<file path="src/motor3_config.svh">
`ifndef MOTOR3_CONFIG_SVH
`define MOTOR3_CONFIG_SVH

// ========================================
// Widths.
// ========================================

// Reload value and step timer count.
`define STEP_CNT_W 25
`define ROUND_W 32
`define STEP_W 4

// ========================================
// Reload limits.
// ========================================

`define RELOAD_RESET 25'd1000
`define RELOAD_MIN 25'd4
// 2^25 - 1, the largest count the timer holds.
`define RELOAD_MAX 25'd33554431
// Step of one faster or slower command.
`define RELOAD_DELTA 25'd2

`endif
</file>
<file path="src/motor3Pkg.sv">
`default_nettype none

// ========================================
// Shared types for the step generator.
// ========================================

package motor3Pkg;

    // Sequencer states.
    typedef enum logic [1:0] {
        IDLE = 2'd0,
        LOAD = 2'd1,
        RUN  = 2'd2
    } seqState_t;

    // Opcodes in REG_CTRL bits 2:0.
    typedef enum logic [2:0] {
        CMD_NONE   = 3'd0,
        CMD_START  = 3'd1,
        CMD_STOP   = 3'd2,
        CMD_FASTER = 3'd3,
        CMD_SLOWER = 3'd4
    } motorCmd_t;

    // Word addresses on the bus.
    typedef enum logic [1:0] {
        REG_CTRL   = 2'd0,
        REG_RELOAD = 2'd1,
        REG_STEP   = 2'd2,
        REG_ROUND  = 2'd3
    } regAddr_t;

endpackage

`default_nettype wire

</file>
<file path="src/motor3PhaseMap.sv">
`default_nettype none

`include "motor3_config.svh"

module motor3PhaseMap (
    input  logic [`STEP_W-1:0] stepA,
    output logic [`STEP_W-1:0] stepB,
    output logic [`STEP_W-1:0] stepC,
    output logic [2:0]         phaseHigh
);

    localparam logic [`STEP_W-1:0] NoStep = {`STEP_W{1'b1}};

    // Offset a step, wrapped into 1..12.
    function automatic logic [`STEP_W-1:0] offsetStep(
        input logic [`STEP_W-1:0] step,
        input logic [`STEP_W:0]   offset
    );
        logic [`STEP_W:0] sum;
        sum = {1'b0, step} + offset;
        if (step < 1 || step > 12) begin
            return NoStep;
        end
        if (sum > 12) begin
            sum = sum - 5'd12;
        end
        return sum[`STEP_W-1:0];
    endfunction

    // First half of the electrical cycle drives high.
    function automatic logic isHigh(input logic [`STEP_W-1:0] step);
        return (step >= 1 && step <= 6);
    endfunction

    // ========================================
    // B lags A by 4 steps, C by 8 steps.
    // ========================================

    always_comb begin
        stepB = offsetStep(stepA, 5'd8);
        stepC = offsetStep(stepA, 5'd4);
    end

    always_comb begin
        phaseHigh[0] = isHigh(stepA);
        phaseHigh[1] = isHigh(stepB);
        phaseHigh[2] = isHigh(stepC);
    end

endmodule

`default_nettype wire

</file>
<file path="src/motor3Sequencer.sv">
`default_nettype none

`include "motor3_config.svh"

module motor3Sequencer (
    input  logic                   clk,
    input  logic                   rstN,
    input  logic                   startPulse,
    input  logic                   stopPulse,
    input  logic                   stepLast,
    output motor3Pkg::seqState_t   state,
    output logic                   timerLoad,
    output logic                   timerRun,
    output logic [`STEP_W-1:0]     stepA,
    output logic [`ROUND_W-1:0]    roundCount
);
    import motor3Pkg::*;

    localparam logic [`STEP_W-1:0] FirstStep = `STEP_W'd1;
    localparam logic [`STEP_W-1:0] LastStep  = `STEP_W'd12;

    logic roundDone;

    assign timerLoad = (state == LOAD);
    assign timerRun  = (state == RUN);
    assign roundDone = timerRun && stepLast && (stepA == LastStep);

    // ========================================
    // State machine and phase A step.
    // ========================================

    // Stop wins over start. Start in any state restarts at LOAD.
    always_ff @(posedge clk) begin
        if (!rstN) begin
            state <= IDLE;
            stepA <= '0;
        end else if (stopPulse) begin
            state <= IDLE;
            stepA <= '0;
        end else if (startPulse) begin
            state <= LOAD;
            stepA <= '0;
        end else begin
            case (state)
                LOAD: begin
                    state <= RUN;
                    stepA <= FirstStep;
                end
                RUN: begin
                    if (stepLast) begin
                        if (stepA == LastStep) begin
                            stepA <= FirstStep;
                        end else begin
                            stepA <= stepA + 1'b1;
                        end
                    end
                end
                default: begin
                    state <= IDLE;
                end
            endcase
        end
    end

    // ========================================
    // Round counter.
    // ========================================

    always_ff @(posedge clk) begin
        if (!rstN || startPulse || stopPulse) begin
            roundCount <= '0;
        end else if (roundDone) begin
            roundCount <= roundCount + 1'b1;
        end
    end

    stepInCycle: assert property (@(posedge clk) disable iff (!rstN)
        state == RUN |-> stepA inside {[FirstStep:LastStep]})
        else $error("stepA out of cycle in RUN: %h", stepA);

endmodule

`default_nettype wire

</file>
<file path="src/motor3StepTimer.sv">
`default_nettype none

`include "motor3_config.svh"

module motor3StepTimer (
    input  logic                   clk,
    input  logic                   rstN,
    input  logic [`STEP_CNT_W-1:0] reloadValue,
    input  logic                   timerLoad,
    input  logic                   timerRun,
    output logic                   stepLast
);

    logic [`STEP_CNT_W-1:0] count;

    // Last cycle of a step is count 1.
    // Count 0 only shows up before the first load.
    assign stepLast = (count[`STEP_CNT_W-1:1] == '0);

    // ========================================
    // Down counter.
    // ========================================

    // The reload is sampled at every step boundary, so a new value
    // applies from the next step on.
    always_ff @(posedge clk) begin
        if (!rstN) begin
            count <= '0;
        end else if (timerLoad || stepLast) begin
            count <= reloadValue;
        end else if (timerRun) begin
            count <= count - 1'b1;
        end
    end

    // A running step always starts from a clamped, nonzero reload.
    countInRange: assert property (@(posedge clk) disable iff (!rstN)
        timerRun |-> (count != '0 && count <= `RELOAD_MAX))
        else $error("step count out of range: %h", count);

endmodule

`default_nettype wire

</file>
<file path="src/motor3Top.sv">
`default_nettype none

`include "motor3_config.svh"

module motor3Top (
    input  logic                clk,
    input  logic                rstN,
    input  logic                wbCyc,
    input  logic                wbStb,
    input  logic                wbWe,
    input  logic [1:0]          wbAdr,
    input  logic [31:0]         wbDatW,
    output logic [31:0]         wbDatR,
    output logic                wbAck,
    output logic [`STEP_W-1:0]  stepA,
    output logic [`STEP_W-1:0]  stepB,
    output logic [`STEP_W-1:0]  stepC,
    output logic [2:0]          phaseHigh
);
    import motor3Pkg::*;

    seqState_t              state;
    logic [`STEP_CNT_W-1:0] reloadValue;
    logic [`ROUND_W-1:0]    roundCount;
    logic                   startPulse;
    logic                   stopPulse;
    logic                   timerLoad;
    logic                   timerRun;
    logic                   stepLast;

    motor3WbRegs motor3WbRegs_i (
        .clk         (clk),
        .rstN        (rstN),
        .wbCyc       (wbCyc),
        .wbStb       (wbStb),
        .wbWe        (wbWe),
        .wbAdr       (wbAdr),
        .wbDatW      (wbDatW),
        .wbDatR      (wbDatR),
        .wbAck       (wbAck),
        .state       (state),
        .stepA       (stepA),
        .stepB       (stepB),
        .stepC       (stepC),
        .roundCount  (roundCount),
        .reloadValue (reloadValue),
        .startPulse  (startPulse),
        .stopPulse   (stopPulse)
    );

    motor3StepTimer motor3StepTimer_i (
        .clk         (clk),
        .rstN        (rstN),
        .reloadValue (reloadValue),
        .timerLoad   (timerLoad),
        .timerRun    (timerRun),
        .stepLast    (stepLast)
    );

    motor3Sequencer motor3Sequencer_i (
        .clk        (clk),
        .rstN       (rstN),
        .startPulse (startPulse),
        .stopPulse  (stopPulse),
        .stepLast   (stepLast),
        .state      (state),
        .timerLoad  (timerLoad),
        .timerRun   (timerRun),
        .stepA      (stepA),
        .roundCount (roundCount)
    );

    motor3PhaseMap motor3PhaseMap_i (
        .stepA     (stepA),
        .stepB     (stepB),
        .stepC     (stepC),
        .phaseHigh (phaseHigh)
    );

endmodule

`default_nettype wire

</file>
<file path="src/motor3WbRegs.sv">
`default_nettype none

`include "motor3_config.svh"

module motor3WbRegs (
    input  logic                   clk,
    input  logic                   rstN,
    input  logic                   wbCyc,
    input  logic                   wbStb,
    input  logic                   wbWe,
    input  logic [1:0]             wbAdr,
    input  logic [31:0]            wbDatW,
    output logic [31:0]            wbDatR,
    output logic                   wbAck,
    input  motor3Pkg::seqState_t   state,
    input  logic [`STEP_W-1:0]     stepA,
    input  logic [`STEP_W-1:0]     stepB,
    input  logic [`STEP_W-1:0]     stepC,
    input  logic [`ROUND_W-1:0]    roundCount,
    output logic [`STEP_CNT_W-1:0] reloadValue,
    output logic                   startPulse,
    output logic                   stopPulse
);
    import motor3Pkg::*;

    logic      request;
    regAddr_t  adr;
    motorCmd_t cmd;

    // A new access is taken only while no ack is out.
    assign request = wbCyc && wbStb && !wbAck;
    assign adr     = regAddr_t'(wbAdr);
    assign cmd     = motorCmd_t'(wbDatW[2:0]);

    // Written reload limited to the legal range.
    function automatic logic [`STEP_CNT_W-1:0] clampReload(input logic [31:0] value);
        logic [`STEP_CNT_W-1:0] result;
        if (value < `RELOAD_MIN) begin
            result = `RELOAD_MIN;
        end else if (value > `RELOAD_MAX) begin
            result = `RELOAD_MAX;
        end else begin
            result = value[`STEP_CNT_W-1:0];
        end
        return result;
    endfunction

    function automatic logic [`STEP_CNT_W-1:0] fasterReload(
        input logic [`STEP_CNT_W-1:0] value
    );
        if (value < `RELOAD_MIN + `RELOAD_DELTA) begin
            return `RELOAD_MIN;
        end
        return value - `RELOAD_DELTA;
    endfunction

    function automatic logic [`STEP_CNT_W-1:0] slowerReload(
        input logic [`STEP_CNT_W-1:0] value
    );
        if (value > `RELOAD_MAX - `RELOAD_DELTA) begin
            return `RELOAD_MAX;
        end
        return value + `RELOAD_DELTA;
    endfunction

    // ========================================
    // Ack, commands and reload register.
    // ========================================

    always_ff @(posedge clk) begin
        if (!rstN) begin
            wbAck       <= 1'b0;
            startPulse  <= 1'b0;
            stopPulse   <= 1'b0;
            reloadValue <= `RELOAD_RESET;
        end else begin
            wbAck      <= request;
            startPulse <= 1'b0;
            stopPulse  <= 1'b0;
            if (request && wbWe) begin
                case (adr)
                    REG_CTRL: begin
                        case (cmd)
                            CMD_START:  startPulse  <= 1'b1;
                            CMD_STOP:   stopPulse   <= 1'b1;
                            CMD_FASTER: reloadValue <= fasterReload(reloadValue);
                            CMD_SLOWER: reloadValue <= slowerReload(reloadValue);
                            default: ;
                        endcase
                    end
                    REG_RELOAD: reloadValue <= clampReload(wbDatW);
                    default: ;
                endcase
            end
        end
    end

    // Read data lines up with the ack.
    always_ff @(posedge clk) begin
        if (request && !wbWe) begin
            case (adr)
                REG_CTRL:   wbDatR <= {30'd0, state};
                REG_RELOAD: wbDatR <= {{(32 - `STEP_CNT_W){1'b0}}, reloadValue};
                REG_STEP:   wbDatR <= {{(32 - 3 * `STEP_W){1'b0}}, stepC, stepB, stepA};
                default:    wbDatR <= roundCount;
            endcase
        end
    end

    ackSinglePulse: assert property (@(posedge clk) disable iff (!rstN)
        wbAck |=> !wbAck)
        else $error("wbAck held for two cycles");

endmodule

`default_nettype wire

</file>
<file path="config.mk">
export PLATFORM = sky130hd
export DESIGN_NAME = motor3Top
export DESIGN_NICKNAME = d
export VERILOG_FILES = /design/src/motor3Pkg.sv /design/src/motor3PhaseMap.sv /design/src/motor3Sequencer.sv /design/src/motor3StepTimer.sv /design/src/motor3Top.sv /design/src/motor3WbRegs.sv
export VERILOG_INCLUDE_DIRS = /design/src
export SDC_FILE = /design/constraint.sdc
export NUM_CORES = 1
export LEC_CHECK = 0
export BUFFER_PORTS_ARGS = -buffer_cell sky130_fd_sc_hd__buf_2
export CORE_MARGIN = 2
export CORE_UTILIZATION = 25
export DETAILED_ROUTE_END_ITERATION = 7
export PLACE_DENSITY = 0.44
export SYNTH_ARGS = -nofsm -noshare
export SYNTH_HDL_FRONTEND = slang
export SYNTH_HIERARCHICAL = 1
export SYNTH_SLANG_ARGS = --single-unit
export TNS_END_PERCENT = 30
</file>
<file path="constraint.sdc">
create_clock -name clk -period 10.48 [get_ports clk]
set_clock_uncertainty 0.1 [all_clocks]
set_input_delay 2.096 -clock clk [delete_from_list [all_inputs] [get_ports clk]]
set_output_delay 2.096 -clock clk [all_outputs]
set_load 0.03 [all_outputs]
</file>
==> metrics, run 1 <==
status finished clean; DRC violations left 0; clock tree buffer depth 2; Initial DRT Pass Iterations 5; largest cells by area after synthesis dfxtp_1 (23%), edfxtp_1 (12%), xnor2_1 (4.7%); RePlAce Congestion 0.8317; Post-Syn Area roughly 8000 um2; Worst-path clk slew 0.06 ns; Post-DRT Antenna Nets 0; die area 32,750 um2; Yosys cell types 74; Synth Instances 917; final net count between 1,000 and 1,500; clk sinks about 120; Worst Setup Start Kind register; final slew viol count 0; Final Hold Fails 0; final WL 26.66 mm; WL/cell 19.50 um; Core Footprint 30,750 um2; layout cells sized above 1 16.99%; Resized cells post-CTS 0; P_leak 0.003106 uW; Final min period around 5 ns; IO Count 87; # Post-CTS Setup Buffers 0; fin crit share 47.12%; Hold-fix buffers, CTS 0; Post-synth top flop dfxtp_1; vias in the first global route approximately 6,700; EDFF count, synth 32; Max VDD drop 0.00009632 V; n_diodes 0; filler instances 3,336; Yosys top cell area share 23.27%; post-synth top area cell dfxtp_1; most frequent cells in the layout dfxtp_1 (91), buf_2 (86), nor2_1 (68); Reg area 2783 um2; Worst setup EP type output port; All-Layer GR Usage 16.10%; yosys warns 6; Skew-Pair Late Insertion Delay roughly 0.42 ns; unrepaired setup endpoints after global routing no; die height 181.0 um; pin count of the biggest net entering global routing 37; Setup TNS 0 ns; Post-DP HPWL 18.58 mm; CTS tree done; first-pass GRT wire length 40.91 mm; FMAX 202.5 MHz; die width 181.0 um; crit path kind reg2out; number of synthesized register bits 123; final instance area between 9000 and 10,000 um2; # rows 64; htree depth 4; initial core utilization between 20 and 30%; Multi-input gate area 4644 um2; routed via count 7,237; port bufs 86; # setup viols final 0; crit path DAT between 2 and 3 ns; Syn Nets about 970; hold crit path type reg2reg; commonest non-fill, non-tap cell in the layout dfxtp_1; Area after DPL 8481 um2; vias per inst 5.294; total gr overflow 0; post-synthesis sequential area ratio 35.54%; first-iteration detailed-routing DRC count roughly 800; TritonCTS buffer count 17; Max-Cap Viols 0; root buf cell clkbuf_16; synthesis-to-layout area growth 15.90%; share of flip-flops with an asynchronous set or reset 0%; P per Cell Area 149.0 nW/um2; worst slew pin tran 1.058 ns; Avg Cell Area, Syn ~8.5 um2; Crit Path Max Fanout 15; initial antenna violation count 0; CP required 8.28 ns; slew margin rel. a little under 30%
[logic make-up (layout without fill, tap and decap cells)]
| group | Yosys count | in the layout | synth area share, % |
|---|---|---|---|
| buffers and inverters | 91 | 145 | 5.609 |
| DFF | 123 | 123 | 35.54 |
| AOI/OAI and AO/OA | 224 | 224 | 18.36 |
| adders and majority gates | 13 | 13 | 2.077 |
| xor gates and xnor gates | 62 | 62 | 6.935 |
| and+or+nand+nor | 373 | 373 | 27.04 |
| muxes | 31 | 31 | 4.442 |
[worst paths after layout]
path / cells past startpoint / startpoint / to / slack [ns]
setup / recovery: 7 / motor3Sequencer_i/stepA[2] / phaseHigh[1] / 5.54
hold reg to reg: 2 / motor3Sequencer_i/roundCount[31] / motor3Sequencer_i/roundCount[31] / 0.37
setup reg to reg: 8 / motor3StepTimer_i/count[7] / motor3Sequencer_i/roundCount[18] / 6.51
hold / removal: 2 / motor3Sequencer_i/roundCount[31] / motor3Sequencer_i/roundCount[31] / 0.37
[flip-flops by register name, summed over array words and instances (netlist names)]
register and cells:
motor3Sequencer_i/state 2, motor3StepTimer_i/count 25, motor3WbRegs_i/startPulse 1, motor3WbRegs_i/stopPulse 1, motor3WbRegs_i/wbDatR 32, motor3WbRegs_i/reloadValue 25
motor3Sequencer_i/stepA 4, motor3WbRegs_i/wbAck 1, motor3Sequencer_i/roundCount 32
[layer usage]
layer  track usage [%]  part of all wire (%)
met1             24.28                    52
met2             23.77                    43
met3             2.943                   4.8
met4             3.252                  0.73
met5                 0                     0
[synth_stat cells (11+ instances only)]
cell type and number:
nor2_1 69, nand3_1 37, xor2_1 20, nor2b_1 16, or4_1 23, ha_1 13, nor4_1 29, a211oi_1 16
nor3_1 29, nand2_1 60, clkbuf_1 41, or3_1 20, and3_1 13, xnor2_1 42, a21oi_1 49, nand4_1 20
a31oi_1 21, inv_1 20, dfxtp_1 91, mux2i_1 19, o31ai_1 21, o21ai_0 57, o211ai_1 11, edfxtp_1 32
[power breakdown]
part           internal, uW  switching [uW]  leakage, uW
clock                   363             235     0.000274
combinational          76.1             140      0.00180
sequential              510            27.0      0.00104
total                   950             402      0.00311
[worst max-delay path, cell delays in order (launching register included)]
cell and delay, ns:
dfxtp_1 0.71, inv_1 0.30, ha_1 0.39, nor2b_1 0.19, o31ai_1 0.24, a41oi_2 0.14, o21ai_1 0.13, buf_2 0.21
[per-stage QoR]
step                hold slack, ns  cells  setup WS [ns]  utilization, %  total power [uW]
floorplan                   0.3384    917          5.849               -             693.2
global placement            0.3509   1335          5.779           27.58             762.8
detailed placement          0.3682   1335          5.648           27.58             761.4
CTS                         0.3770   1367          5.499           29.51              1363
global route                0.4294   1367          5.277           29.51              1412
finish                      0.3728   1367          5.542           29.51              1352
[cell type report]
cell class	instances	area share, %
clock buffers	19	4.991
inverters	20	0.8272
repair buffers	93	5.322
well taps	396	5.460
clock inverters	13	1.558
flip-flops and latches	123	30.66
multi-input cells	703	51.18
Power figures use the tool's default switching activity.
==> run 2: changes to the inputs <==
--- a/config.mk
+++ b/config.mk
@@ -6,11 +6,12 @@
 export SDC_FILE = /design/constraint.sdc
 export NUM_CORES = 1
 export LEC_CHECK = 0
+export ABC_AREA = 1
 export BUFFER_PORTS_ARGS = -buffer_cell sky130_fd_sc_hd__buf_2
 export CORE_MARGIN = 2
 export CORE_UTILIZATION = 25
 export DETAILED_ROUTE_END_ITERATION = 7
-export PLACE_DENSITY = 0.44
+export PLACE_DENSITY = 0.45
 export SYNTH_ARGS = -nofsm -noshare
 export SYNTH_HDL_FRONTEND = slang
 export SYNTH_HIERARCHICAL = 1
==> constraint.sdc (replaced) <==
create_clock -name clk -period 4.2 [get_ports clk]
set_clock_uncertainty 0.1 [all_clocks]
set_input_delay 0.84 -clock clk [delete_from_list [all_inputs] [get_ports clk]]
set_output_delay 0.84 -clock clk [all_outputs]
set_load 0.03 [all_outputs]
==> metrics, run 2 <==
most frequent cells in the layout nand2_1 (418), nor2_1 (221), inv_1 (171); hold crit path type reg2reg; Adder-Cell Fraction of Synth Area 1.735% (-0.34 points); largest cells by area after synthesis dfxtp_1 (19%), nand2_1 (17%), edfxtp_1 (10%); Max VDD drop 0.0002845 V (+200%); top post-synthesis cells by count nand2_1 (418), nor2_1 (222), inv_1 (171); IO Count 87 (unchanged); fin crit share 81.09%; compound-gate portion of the synthesized area 11.57% (-6.8 points); Max-Cap Viols 0 (unchanged); delay-heaviest family, CP simple AND/OR/NAND/NOR gates; synthesis-to-layout area growth 14.23%; Setup TNS 0 ns (unchanged); Resized cells post-CTS 0 (unchanged); unrepaired setup endpoints after global routing no; WL/cell 16.20 um (-17%); CTS tree done; # Post-CTS Setup Buffers 0 (unchanged); number of synthesized register bits 123 (unchanged); Avg Cell Area, Syn 6.335 um2 (-26%); Post-DP HPWL 24.74 mm (+33%); final net count 1,594 (+58%); Synth Area in XOR/XNOR 3.176% (-3.8 points); P_leak 0.004618 uW (+49%); Yosys top cell area share 19.43% (-3.8 points); root buf cell clkbuf_16; DRC violations left 0 (unchanged); Final min period 3.406 ns; critical path's slowest cell dfxtp_1; count leader, synth nand2_1; Post-synth top flop dfxtp_1; Hold-fix buffers, CTS 0 (unchanged); crit path kind reg2out; Initial DRT Pass Iterations 7 (+2); Power Total 4710 uW (+250%); filler instances 4,147 (+24%); post-synthesis sequential area ratio 29.68% (-5.9 points); initial antenna violation count 0 (unchanged); final slew viol count 0 (unchanged); vias per inst 4.676 (-12%); port bufs 86 (unchanged); Worst Setup Start Kind register; EDFF count, synth 32 (unchanged); largest family of logic cells by synthesized area simple AND/OR/NAND/NOR gates; All-Layer GR Usage 17.02% (+0.91 points); Crit Path Max Fanout 13 (-2); delay of the slowest critical-path stage 0.61 ns (-0.10 ns); layout cells sized above 1 15.43% (-1.6 points); RePlAce Congestion 0.8979 (+8.0%); Worst setup EP type output port; Synth Instances 1,480 (+61%); Post-DRT Antenna Nets 0 (unchanged); htree depth 4 (unchanged); Core Footprint 36,790 um2 (+20%); crit path DAT 2.47 ns (-0.27 ns); total gr overflow 0 (unchanged); status finished clean; routed via count 9,460 (+31%); die width 197.7 um (+9.2%); first-pass GRT wire length 50.92 mm (+24%); Worst-path clk slew 0.07 ns (about the same); crit path buf inv count 2 (unchanged); post-synthesis mux area share 0% (-4.4 points); Skew-Pair Late Insertion Delay 0.44 ns (+0.02 ns); Final Hold Fails 0 (unchanged); vias in the first global route 9,008 (+34%); # setup viols final 0 (unchanged); Largest regs motor3Sequencer_i/roundCount (32), motor3WbRegs_i/wbDatR (32); clock tree buffer depth 2 (unchanged); Simple-Gate Fraction of Synth Area 42.80% (+16 points); slew margin rel. 31.15% (+1.8 points); share of flip-flops with an asynchronous set or reset 0% (unchanged); n_diodes 0 (unchanged); post-synth top area cell dfxtp_1; commonest non-fill, non-tap cell in the layout nand2_1; Syn Nets 1,532 (+58%); die height 197.7 um (+9.2%); final WL 32.77 mm (+23%); yosys warns 6 (unchanged); die area 39,070 um2 (+19%); first-iteration detailed-routing DRC count 675 (-16%); Min Hold Slack 0.3663 ns (-0.006511 ns); FMAX between 200 and 300 MHz; # rows 70 (+9.4%); crit path cell chain inv_1 -> ha_1 -> or2_2 -> nand2_1 -> nand2_1 -> nand2_1 -> nand3_1 -> a21oi_2 -> buf_2; CP required 3.26 ns (-5.02 ns); Top cell by count, worst path nand2_1; P per Cell Area 439.8 nW/um2 (+200%); worst slew pin tran 1.030 ns (-0.02744 ns); TritonCTS buffer count 17 (unchanged); initial core utilization 25.49% (about the same); Post-Syn Area 9375 um2 (+20%); Yosys cell types 49 (-34%); pin count of the biggest net entering global routing 53 (+43%); clk sinks 123 (unchanged)
==> run 2: cell count changes after synthesis, moves of 27 or more <==
cell,delta
inv_1,+151
nand2_1,+358
nand3_1,+70
nor2_1,+153
nor4_1,-27
xnor2_1,-36
==> run 2: through the flow <==
stage          instance area (um2)  cells  util (%)  setup slack, ns
2_1_floorplan                 9375   1480         -            1.111
3_3_place_gp                 10130   1991     27.53            1.261
3_5_place_dp                 10130   1991     27.53            1.227
4_1_cts                      10710   2023     29.11           0.7548
5_1_grt                      10710   2023     29.11           0.5365
6_report                     10710   2023     29.11           0.7944
==> run 2: area by class of cell <==
cell class / instances / area [um2] / area share (%)
timing repair buffer: 92 / 475.5 / 4.440
clock inverter: 11 / 120.1 / 1.122
clock buffer: 21 / 460.4 / 4.300
inverter: 188 / 714.4 / 6.671
multi-input combinational: 1120 / 5570 / 52.02
tap: 468 / 585.6 / 5.468
sequential: 123 / 2783 / 25.98
==> run 2: final timing paths <==
check                           cells after the start                         from  slack [ns]                               end
worst max register to register                     13  motor3StepTimer_i/count[13]        1.74  motor3Sequencer_i/roundCount[24]
worst max-delay path                                9   motor3Sequencer_i/stepA[2]        0.79                      phaseHigh[2]
worst min-delay path                                1     motor3WbRegs_i/stopPulse        0.37        motor3Sequencer_i/state[0]
worst min register to register                      1     motor3WbRegs_i/stopPulse        0.37        motor3Sequencer_i/state[0]
==> run 2: worst reg2reg max path, cell delays in order, from the launching register on <==
cell	delay (ns)
dfxtp_1	0.35
nor2_1	0.18
nand2_1	0.12
nor2_2	0.21
nand3_4	0.14
inv_1	0.11
nand3_1	0.19
nor2_1	0.14
buf_4	0.21
nand3_1	0.18
nor2_1	0.18
nand3_1	0.09
nand2_1	0.07
nor2_1	0.03
==> run 2: cell families after synthesis <==
group,Yosys count
AO/OA/AOI/OAI,193
XOR/XNOR,34
adder cells (fa/ha/maj),13
buffers and inverters,237
flip-flops,123
AND/OR/NAND/NOR,880
==> run 2: power breakdown <==
group / switching, uW / internal (uW)
registers: 123 / 1310
clock network: 576 / 901
logic: 1260 / 540
total: 1960 / 2750
==> run 2: layer usage <==
metal,track usage [%],share of wire [%],vias up
li1,-,-,4830
met1,22.86,47,4415
met2,28.00,47,181
met3,2.612,3.5,34
met4,5.235,1.7,0
met5,0,0,-
==> run 3: changes to the inputs <==
--- a/config.mk
+++ b/config.mk
@@ -11,7 +11,7 @@
 export CORE_MARGIN = 2
 export CORE_UTILIZATION = 25
 export DETAILED_ROUTE_END_ITERATION = 7
-export PLACE_DENSITY = 0.45
+export PLACE_DENSITY = 0.43
 export SYNTH_ARGS = -nofsm -noshare
 export SYNTH_HDL_FRONTEND = slang
 export SYNTH_HIERARCHICAL = 1
==> constraint.sdc (replaced) <==
create_clock -name clk -period 3.53 [get_ports clk]
set_clock_uncertainty 0.1 [all_clocks]
set_input_delay 0.706 -clock clk [delete_from_list [all_inputs] [get_ports clk]]
set_output_delay 0.706 -clock clk [all_outputs]
set_load 0.03 [all_outputs]
==> metrics, run 3 (synthesized netlist as in run 2, its figures left out) <==
final WL 33.42 mm (+2.0%); IO Count 87 (unchanged); # setup viols final 0 (unchanged); initial antenna violation count 0 (unchanged); initial core utilization 25.49% (unchanged); TritonCTS buffer count 17 (unchanged); die area 39,070 um2 (unchanged); CTS tree done; final slew viol count 0 (unchanged); Core Footprint 36,790 um2 (unchanged); vias per inst 4.678 (about the same); clock tree buffer depth 2 (unchanged); clock power share 32.6% (+1.2 points); Min Hold Slack 0.3445 ns (-0.02185 ns); Reg power frac 29.9% (-0.6 points); FMAX 323.7 MHz; grt met2 use 28.78% (+0.78 points); hold crit path type reg2reg; GRT busiest layer met2; worst slew pin tran 0.8792 ns (-0.1511 ns); # rows 70 (unchanged); crit path kind reg2out; Final Hold Fails 0 (unchanged); Net Sw Frac 40.31% (-1.2 points); Hold-fix buffers, CTS 0 (unchanged); synthesis-to-layout area growth 14.55%; Largest regs motor3Sequencer_i/roundCount (32), motor3WbRegs_i/wbDatR (32); Worst Setup Start Kind register; htree depth 4 (unchanged); fin crit share 87.51%; status finished clean; pin count of the biggest net entering global routing 53 (unchanged); P_leak 0.004640 uW (+0.47%); Crit Path Max Fanout 10 (-3); die height 197.7 um (unchanged); most frequent cells in the layout nand2_1 (418), nor2_1 (221), inv_1 (171); Post-DP HPWL 25.34 mm (+2.4%); Cell Int Power 3394 uW (+23%); Worst-path clk slew 0.06 ns (about the same); Skew-Pair Late Insertion Delay 0.44 ns (about the same); Setup TNS 0 ns (unchanged); Max-Cap Viols 0 (unchanged); P per Cell Area 529.6 nW/um2 (+20%); routed via count 9,469 (+0.095%); port bufs 86 (unchanged); Initial DRT Pass Iterations 5 (-2); vias in the first global route 9,146 (+1.5%); commonest non-fill, non-tap cell in the layout nand2_1; total gr overflow 0 (unchanged); worst r2r path cells 12 (-1); first-pass GRT wire length 52.15 mm (+2.4%); final net count 1,595 (+0.063%); unrepaired setup endpoints after global routing no; RePlAce Congestion 0.8854 (-1.4%); # Post-CTS Setup Buffers 0 (unchanged); Max VDD drop 0.0003270 V (+15%); die width 197.7 um (unchanged); Worst setup EP type output port; CP required 2.72 ns (-0.54 ns); Post-DRT Antenna Nets 0 (unchanged); worst hold stages 1 (unchanged); crit path DAT 2.28 ns (-0.19 ns); sw power 2293 uW (+17%); All-Layer GR Usage 17.54% (+0.52 points); Final min period 3.089 ns; r2r setup slk 1.06 ns (-0.68 ns); layout cells sized above 1 15.36% (-0.074 points); n_diodes 0 (unchanged); GRT met1 Usage 23.30% (+0.44 points); clk sinks 123 (unchanged); DRC violations left 0 (unchanged); first-iteration detailed-routing DRC count 489 (-28%); root buf cell clkbuf_16; slew margin rel. 41.32% (+10 points); WL/cell 16.51 um (+1.9%); logic gate share of total power 37.5% (-0.7 points); met3 usage 2.988% (+0.38 points)
## run 3: cell count changes in the layout (fill, tap and decap cells not counted)
cell | previous run | this run
dfxtp_2 | 0 | 1
clkinvlp_4 | 2 | 0
bufinv_16 | 2 | 4
clkinv_2 | 4 | 5
clkinv_4 | 3 | 0
clkbuf_1 | 2 | 5
clkbuf_8 | 2 | 1
dfxtp_1 | 91 | 90
buf_4 | 6 | 7
## run 3: power groups by stage
stage	clock [uW]	sequential, uW	combinational [uW]
3_3_place_gp	0	1730	2130
4_1_cts	1910	1700	2150
3_5_place_dp	0	1730	2140
2_1_floorplan	0	1690	1730
6_report	1850	1700	2130
5_1_grt	1970	1710	2430
## run 3: final cells by class
type,count,area [um2]
Fill cell,4187,26050
Timing Repair Buffer,93,483.0
Inverter,188,714.4
Sequential cell,123,2784
Tap cell,468,585.6
Clock buffer,23,457.9
Multi-Input combinational cell,1120,5570
Clock inverter,9,143.9
## run 3: final timing paths
check / start / to
hold reg to reg: motor3WbRegs_i/stopPulse / motor3Sequencer_i/state[0]
hold / removal: motor3WbRegs_i/stopPulse / motor3Sequencer_i/state[0]
setup reg to reg: motor3StepTimer_i/count[13] / motor3Sequencer_i/roundCount[24]
setup / recovery: motor3Sequencer_i/stepA[3] / phaseHigh[1]
## run 3: metrics by stage
step	util, %	area [um2]	cells	total power (uW)	setup WS, ns
6_report	29.19	10740	2024	5687	0.4408
4_1_cts	29.19	10740	2024	5758	0.2344
5_1_grt	29.19	10740	2024	6119	0.2304
2_1_floorplan	-	9375	1480	3424	0.5747
3_5_place_dp	27.55	10140	1992	3867	0.7241
3_3_place_gp	27.55	10140	1992	3861	0.7514
## run 3: what timing repair did
action	4_1_cts	5_1_grt
resized for setup	0	1
endpoints found under the setup margin	0	1
endpoints found under the hold margin	0	0
## run 3: worst max-delay path, stage by stage (launching register included)
cell	delay, ns
dfxtp_1	0.57
inv_1	0.20
ha_1	0.23
inv_1	0.05
nor2_1	0.03
nand2_1	0.12
nand2_1	0.08
nand2_1	0.06
nand2_1	0.05
nor2_1	0.13
nand3_1	0.09
nand2_1	0.05
buf_2	0.19
## run 3: per-layer routing
metal / up-vias / part of all wire (%)
met3: 37 / 3.9
met2: 176 / 46
li1: 4834 / -
met4: 0 / 2.0
met5: - / 0
met1: 4422 / 48
